===== config.mk =====
export PLATFORM = sky130hd
export DESIGN_NAME = gpio_top
export DESIGN_NICKNAME = d
export VERILOG_FILES = /design/src/bus_pkg.sv /design/src/gpio_pkg.sv /design/src/bus_to_ip.sv /design/src/gpio_regs.sv /design/src/gpio_pins.sv /design/src/gpio_top.sv
export VERILOG_INCLUDE_DIRS = /design/src
export SDC_FILE = /design/constraint.sdc
export NUM_CORES = 1
export LEC_CHECK = 0
export CELL_PAD_IN_SITES_DETAIL_PLACEMENT = 2
export CELL_PAD_IN_SITES_GLOBAL_PLACEMENT = 2
export CORE_MARGIN = 2
export CORE_UTILIZATION = 40
export CTS_CLUSTER_DIAMETER = 30
export CTS_CLUSTER_SIZE = 28
export DETAILED_ROUTE_END_ITERATION = 12
export DONT_BUFFER_PORTS = 1
export GPL_TIMING_DRIVEN = 0
export PLACE_DENSITY = 0.91
export SYNTH_ARGS = -nofsm -noshare
export SYNTH_HDL_FRONTEND = slang
export SYNTH_SLANG_ARGS = --single-unit
export TNS_END_PERCENT = 5

===== constraint.sdc =====
create_clock -name BUS_CLK -period 3 [get_ports BUS_CLK]
set_input_delay 0.15 -clock BUS_CLK [delete_from_list [all_inputs] [get_ports BUS_CLK]]
set_output_delay 0.15 -clock BUS_CLK [all_outputs]
set_load 0.01 [all_outputs]

===== src/gpio_consts.svh =====
// build-time constants of the GPIO block
// host address width, pin count, the address window and the pin masks

`ifndef GPIO_CONSTS_SVH
`define GPIO_CONSTS_SVH

// width of the host address bus
`define GPIO_ABUSWIDTH 16

// number of GPIO pins, a multiple of eight keeps the byte map simple
`define GPIO_IO_WIDTH 16

// address window of the block on the host bus, 16 bytes long
`define GPIO_BASEADDR 16'h1000
`define GPIO_HIGHADDR 16'h100F

// pins that are always driven, whatever the direction byte holds
`define GPIO_IO_DIRECTION 16'h00F0

// pins that are driven only while their direction bit is set
`define GPIO_IO_TRI 16'hFF00

// pins in neither mask are input-only, here the low nibble
// every pin is still visible through the input bytes

`endif


===== src/bus_pkg.sv =====
// types of the host bus side
// address and data vectors, and the local access word that the
// bus front end hands to the register bank

`include "gpio_consts.svh"

package bus_pkg;

    // host address, same width as the bus
    typedef logic [`GPIO_ABUSWIDTH-1:0] bus_addr_t;

    // the host bus moves one byte per access
    typedef logic [7:0] bus_data_t;

    // one local register access, already decoded against the window
    // the strobes are plain levels, each high for a single cycle
    typedef struct packed {
        logic      rd;      // read strobe, only inside the window
        logic      wr;      // write strobe, only inside the window
        bus_addr_t offset;  // address minus the window base
        bus_data_t wdata;   // byte to be written
    } ip_req_t;

endpackage


===== src/gpio_pkg.sv =====
// types of the GPIO side
// pin vector, register offset and the bundle that goes to the pads,
// plus the byte count that sets the register map

`include "gpio_consts.svh"

package gpio_pkg;

    // one bit per pin
    typedef logic [`GPIO_IO_WIDTH-1:0] gpio_vec_t;

    // number of bytes that cover all pins
    // each of input, output and direction takes this many offsets
    localparam int IO_BYTES = ((`GPIO_IO_WIDTH - 1) / 8) + 1;

    // offset into the register map, the window is 16 bytes
    typedef logic [3:0] reg_ofs_t;

    // what the block drives towards the pads
    // a board wrapper turns out and oe into a tri-state buffer per pin
    typedef struct packed {
        gpio_vec_t out;  // output value, zero where the pin is not driven
        gpio_vec_t oe;   // output enable per pin
    } pin_bus_t;

endpackage


===== src/bus_to_ip.sv =====
// host bus front end of the GPIO block
// decodes the address window into local read and write strobes and
// returns the register bank's read byte only for reads that hit

`timescale 1ns/1ps

`include "gpio_consts.svh"

module bus_to_ip
    import bus_pkg::*;
(
    input  logic      BUS_CLK,
    input  logic      RST,
    input  bus_addr_t bus_addr,
    input  bus_data_t bus_wdata,
    input  logic      bus_rd,
    input  logic      bus_wr,
    output bus_data_t bus_rdata,
    output ip_req_t   req,
    input  bus_data_t rdata
);

    localparam bus_addr_t BASE = `GPIO_BASEADDR;
    localparam bus_addr_t HIGH = `GPIO_HIGHADDR;

    logic in_window;
    logic rd_hit_q;   // the last read landed inside the window

    assign in_window = (bus_addr >= BASE) && (bus_addr <= HIGH);

    // local access word, purely combinational from the bus
    always_comb begin
        req.rd     = bus_rd && in_window;
        req.wr     = bus_wr && in_window;
        req.offset = bus_addr - BASE;  // only meaningful while a strobe is high
        req.wdata  = bus_wdata;
    end

    // the flag follows every read, hit or miss, and holds until the next one
    always_ff @(posedge BUS_CLK) begin
        if (RST) begin
            rd_hit_q <= 1'b0;
        end else if (bus_rd) begin
            rd_hit_q <= in_window;
        end
    end

    // Drive zero unless our window was read, so several slaves on a shared
    // bus can simply OR their read bytes together.
    assign bus_rdata = rd_hit_q ? rdata : '0;

    // the host issues either a read or a write in a cycle, never both
    rd_wr_exclusive: assert property (
        @(posedge BUS_CLK) disable iff (RST)
        !(bus_rd && bus_wr)
    );

endmodule


===== src/gpio_regs.sv =====
// register bank of the GPIO block
// output and direction bytes with soft reset, write decode and a
// registered read mux over input, output and direction bytes

`timescale 1ns/1ps

module gpio_regs
    import bus_pkg::*;
    import gpio_pkg::*;
(
    input  logic      BUS_CLK,
    input  logic      RST,
    input  ip_req_t   req,
    output bus_data_t rdata,
    input  gpio_vec_t in_sync,
    output gpio_vec_t out_q,
    output gpio_vec_t dir_q
);

    // register map, each range is IO_BYTES long
    localparam reg_ofs_t OFS_SOFT_RST = '0;
    localparam reg_ofs_t OFS_IN       = reg_ofs_t'(1);
    localparam reg_ofs_t OFS_OUT      = reg_ofs_t'(1 + IO_BYTES);
    localparam reg_ofs_t OFS_DIR      = reg_ofs_t'(1 + 2 * IO_BYTES);

    reg_ofs_t                   ofs;
    logic                       soft_rst;
    bus_data_t [IO_BYTES-1:0]   out_r;     // byte k drives pins 8k..8k+7
    bus_data_t [IO_BYTES-1:0]   dir_r;
    bus_data_t [IO_BYTES-1:0]   in_bytes;
    bus_data_t                  rd_byte;

    // the window is 16 bytes, so the low nibble is the whole offset
    assign ofs = req.offset[3:0];

    // writing anything to offset 0 clears the bank like a bus reset
    assign soft_rst = req.wr && (ofs == OFS_SOFT_RST);

    assign in_bytes = in_sync;

    always_ff @(posedge BUS_CLK) begin
        if (RST || soft_rst) begin
            out_r <= '0;
            dir_r <= '0;
        end else if (req.wr) begin
            // writes to the input range and to unmapped offsets fall through
            for (int k = 0; k < IO_BYTES; k++) begin
                if (ofs == OFS_OUT + reg_ofs_t'(k)) begin
                    out_r[k] <= req.wdata;
                end
                if (ofs == OFS_DIR + reg_ofs_t'(k)) begin
                    dir_r[k] <= req.wdata;
                end
            end
        end
    end

    // read mux, offset 0 and the unmapped tail of the window give zero
    always_comb begin
        rd_byte = '0;
        for (int k = 0; k < IO_BYTES; k++) begin
            if (ofs == OFS_IN + reg_ofs_t'(k)) begin
                rd_byte = in_bytes[k];
            end
            if (ofs == OFS_OUT + reg_ofs_t'(k)) begin
                rd_byte = out_r[k];
            end
            if (ofs == OFS_DIR + reg_ofs_t'(k)) begin
                rd_byte = dir_r[k];
            end
        end
    end

    // the byte is captured at the read edge and holds until the next read
    always_ff @(posedge BUS_CLK) begin
        if (req.rd) begin
            rdata <= rd_byte;
        end
    end

    assign out_q = out_r;
    assign dir_q = dir_r;

    // Register contents only move after a write strobe or a bus reset; a
    // change seen anywhere else would mean a decode fault.
    regs_change_on_write: assert property (
        @(posedge BUS_CLK) disable iff (RST)
        $changed({out_r, dir_r}) |-> $past(req.wr || RST)
    );

endmodule


===== src/gpio_pins.sv =====
// pin stage of the GPIO block
// builds per-pin output values and enables from the register bytes
// and the build-time masks, and synchronizes the pin inputs

`timescale 1ns/1ps

`include "gpio_consts.svh"

module gpio_pins
    import gpio_pkg::*;
(
    input  logic      BUS_CLK,
    input  logic      RST,
    input  gpio_vec_t out_q,
    input  gpio_vec_t dir_q,
    input  gpio_vec_t pin_in,
    output gpio_vec_t in_sync,
    output pin_bus_t  pins
);

    localparam gpio_vec_t DIR_MASK = `GPIO_IO_DIRECTION;  // always driven
    localparam gpio_vec_t TRI_MASK = `GPIO_IO_TRI;        // driven on demand

    gpio_vec_t oe;
    gpio_vec_t sync_q1;  // first synchronizer stage, may go metastable

    // direction bits only count on tri-state pins
    assign oe = DIR_MASK | (TRI_MASK & dir_q);

    assign pins.oe  = oe;
    assign pins.out = out_q & oe;  // undriven pins show zero

    // two flops per pin before the bank may look at the inputs
    always_ff @(posedge BUS_CLK) begin
        if (RST) begin
            sync_q1 <= '0;
            in_sync <= '0;
        end else begin
            sync_q1 <= pin_in;
            in_sync <= sync_q1;
        end
    end

    // input-only pins must never be enabled towards the pads
    oe_inside_masks: assert property (
        @(posedge BUS_CLK) disable iff (RST)
        (pins.oe & ~(DIR_MASK | TRI_MASK)) == '0
    );

endmodule


===== src/gpio_top.sv =====
// top level of the memory-mapped GPIO block
// connects the bus front end, the register bank and the pin stage
// to the host bus and to the pin bundle

`timescale 1ns/1ps

module gpio_top
    import bus_pkg::*;
    import gpio_pkg::*;
(
    input  logic      BUS_CLK,
    input  logic      RST,
    input  bus_addr_t bus_addr,
    input  bus_data_t bus_wdata,
    input  logic      bus_rd,
    input  logic      bus_wr,
    output bus_data_t bus_rdata,
    input  gpio_vec_t pin_in,
    output pin_bus_t  pins
);

    ip_req_t   req;      // decoded local access
    bus_data_t rdata;    // registered read byte from the bank
    gpio_vec_t out_q;
    gpio_vec_t dir_q;
    gpio_vec_t in_sync;  // pin inputs after the synchronizer

    bus_to_ip front_i (
        .BUS_CLK   (BUS_CLK),
        .RST       (RST),
        .bus_addr  (bus_addr),
        .bus_wdata (bus_wdata),
        .bus_rd    (bus_rd),
        .bus_wr    (bus_wr),
        .bus_rdata (bus_rdata),
        .req       (req),
        .rdata     (rdata)
    );

    gpio_regs regs_i (
        .BUS_CLK (BUS_CLK),
        .RST     (RST),
        .req     (req),
        .rdata   (rdata),
        .in_sync (in_sync),
        .out_q   (out_q),
        .dir_q   (dir_q)
    );

    gpio_pins pins_i (
        .BUS_CLK (BUS_CLK),
        .RST     (RST),
        .out_q   (out_q),
        .dir_q   (dir_q),
        .pin_in  (pin_in),
        .in_sync (in_sync),
        .pins    (pins)
    );

endmodule


==> impl_results.md <==
* Outcome: finished, final reports clean
* Pleak at 0.001474 uW
* Vias in the first global route at 3,266
* Area growth, synth to finish at 18.68%
* Critical Path AT at 1850 ps
* Most area-consuming cells after synthesis: dfxtp_1, edfxtp_1, buf_4
* RSZ-0062 raised after global routing: no
* Setup crit start kind: input pin
* DR vias/cell at 5.803
* Net Sw Frac at 27.87%
* Clk Latency, worst-skew pair at 370 ps
* Port Buffers at 0
* Row count at 32
* Gr usage total at 31.36%
* Critical Path Max Stage Delay at 920 ps
* Largest net degree at the start of global routing at 13
* Maximum buffer depth of the clock tree at 2
* Netlist cell types at 32
* Ys async rst share at 0%
* Clock share of power at 39.1%
* Synthesized instance count at 358
* Pint at 1409 uW
* Psw at 544.2 uW
* Post CTS Setup Buffer Count at 0
* First-pass DRT Iterations at 4
* Seq cells post-synth at 73
* Multi-input gate area at 1421 um2
* Post-Syn Area at 3254 um2
* CP top delay family: simple AND/OR/NAND/NOR gates
* GP Congestion at 0.8787
* Synth area leader: dfxtp_1
* Setup TNS Final at 0 ps
* Post-CTS sizing at 0
* Number of flops mapped to enable cells by yosys at 8
* H-tree depth at 3
* GR Overflow Total at 0
* Sequential share of power at 51.9%
* Crit-path slowest cell: nor4b_2
* Maximum vdd drop at 0.0004170 V
* Worst rel slew slack at 31.64%
* Post-synth top area share at 39.98%
* Worst setup EP type: register
* Die area at 8874 um2
* Clock Tree Root: clkbuf_8
* CP max FO at 9
* First-pass GRT wire length at 19,780 um
* Syn Area/Cell at 9.090 um2
* HP Class: input pin to register
* DR vias at 2,977
* Post-Place Setup Slack at 1152 ps
* Buf/Inv on CP at 1
* Initial antenna violation count at 0
* DRT antenna net count at 0
* Top_reg_cell synth: dfxtp_1
* Logic pwr share at 9.1%
* Die height at 94.20 um
* Power density cells at 505.6 nW/um2
* Remaining DRCs at 0
* Skew final at 11.96 ps
* Post-DP HPWL at 7720 um
* Final setup viols at 0
* Drt first-iter violations at 225
* Commonest cells post-synth: dfxtp_1, a21oi_1, nor2b_1
* Die width at 94.20 um
* Boundary Pins at 84
* Final worst-path cycle share at 54.14%
* CTS clock-pin slew for the worst setup and hold paths at 90 ps
* Synth Warn # at 0
* Cts hold-fix bufs at 27
* Num Clock Sinks at 73
* CP Class: input pin to register
* Max cap viols at 0
* WL/cell at 26.28 um
* Final net count at 450
* Core footprint at 7807 um2
* Wirelength, routed at 13,480 um
* Number of buffers created by CTS at 9
* # diodes at 0
* Fmax at 615.7 MHz
* Slew @ Worst Pin at 1023 ps
* Initial core utilization at 41.68%
* Fillers at 832
* CTS tree: done
* Fin worst setup slack at 1376 ps
* Top-count cell post-synth: dfxtp_1
* Register area share after synthesis at 47.37%
* Register Area at 1541 um2
* Cells along the critical path: clkbuf_2, nor4b_2, a21oi_1, o31a_1, o21ai_1
* Hold Vio Cnt, Final at 0
* Slew Limit Fails at 0
* Req. time, crit path at 3230 ps
* Layout cell share with drive strength beyond 1 at 14.84%
* Tmin final at 1624 ps
==> path summary, 6_finish.rpt <==
| path | from | to | slack [ps] | cells past startpoint |
|---|---|---|---|---|
| max | bus_addr[0] | regs_i.rdata[0] | 1380 | 5 |
| min | bus_addr[10] | front_i.rd_hit_q | 60 | 3 |
| max reg2reg | pins_i.in_sync[7] | regs_i.rdata[7] | 1660 | 4 |
| min reg2reg | pins_i.sync_q1[1] | pins_i.in_sync[1] | 450 | 1 |
==> placed cells by master, fill, tap and decap left out, types with 3 or more instances in the layout <==
master and instances:
a2bb2oi_1 8, o21ai_1 8, edfxtp_1 8, o31a_1 8, dlygate4sd3_1 27, dfxtp_1 65
buf_6 3, nor2_1 25, buf_4 29, nand2_1 10, nor2b_1 34, and2_1 17
buf_2 6, clkbuf_1 10, a21oi_1 41, clkbuf_8 10, nand4_1 10, o21ai_0 32
nand3_1 25, conb_1 12
==> tightest hold or removal path, cell delays in order <==
cell     delay [ps]
nor4_4           20
nand3_1         120
a21oi_1          90
==> layer usage <==
metal / global-route usage (%) / part of all wire [%] / vias up
li1: - / - / 1302
met1: 33.88 / 36 / 1483
met2: 55.89 / 52 / 134
met3: 5.778 / 5.7 / 58
met4: 19.93 / 6.4 / 0
met5: 0 / 0 / -
==> cell families (layout without fill, tap and decap cells) <==
group	Yosys count	after routing	synth area share, %
simple gates	135	135	24.99
other cells	2	12	0.2308
compound gates	98	98	17.30
flops	73	73	47.37
buf+inv	50	93	10.11
==> area by class of cell <==
class | count | area share, %
Sequential cell | 73 | 39.91
Clock buffer | 12 | 3.758
Inverter | 1 | 0.09718
Multi-Input combinational cell | 245 | 36.80
Timing Repair Buffer | 27 | 6.997
Clock inverter | 4 | 0.7127
Tap cell | 102 | 3.304
Buffer | 49 | 8.422
==> state kept, by name, summed over array words and instances, names as in the netlist <==
| signal | count |
|---|---|
| front_i.rd_hit_q | 1 |
| pins_i.sync_q1 | 16 |
| regs_i.rdata | 8 |
| pins_i.in_sync | 16 |
| regs_i.out_q | 16 |
| regs_i.dir_q | 16 |
==> power by group through the flow <==
stage / sequential [uW] / clock, uW / combinational (uW)
6_report: 1010 / 763 / 177
5_1_grt: 1010 / 797 / 187
4_1_cts: 1010 / 722 / 165
3_5_place_dp: 1030 / 0 / 126
3_3_place_gp: 1030 / 0 / 119
2_1_floorplan: 1030 / 0 / 96.4
==> per-stage QoR <==
stage	power, uW	area, um2	utilization, %	std cells	hold WS (ps)
2_1_floorplan	1127	3292	-	368	221.6
3_3_place_gp	1151	3420	43.80	470	225.4
3_5_place_dp	1160	3420	43.80	470	226.6
4_1_cts	1899	3862	49.47	513	19.43
5_1_grt	1997	3862	49.47	513	77.40
6_report	1953	3862	49.47	513	63.78
Note: power is estimated with default switching activity, not from simulation.
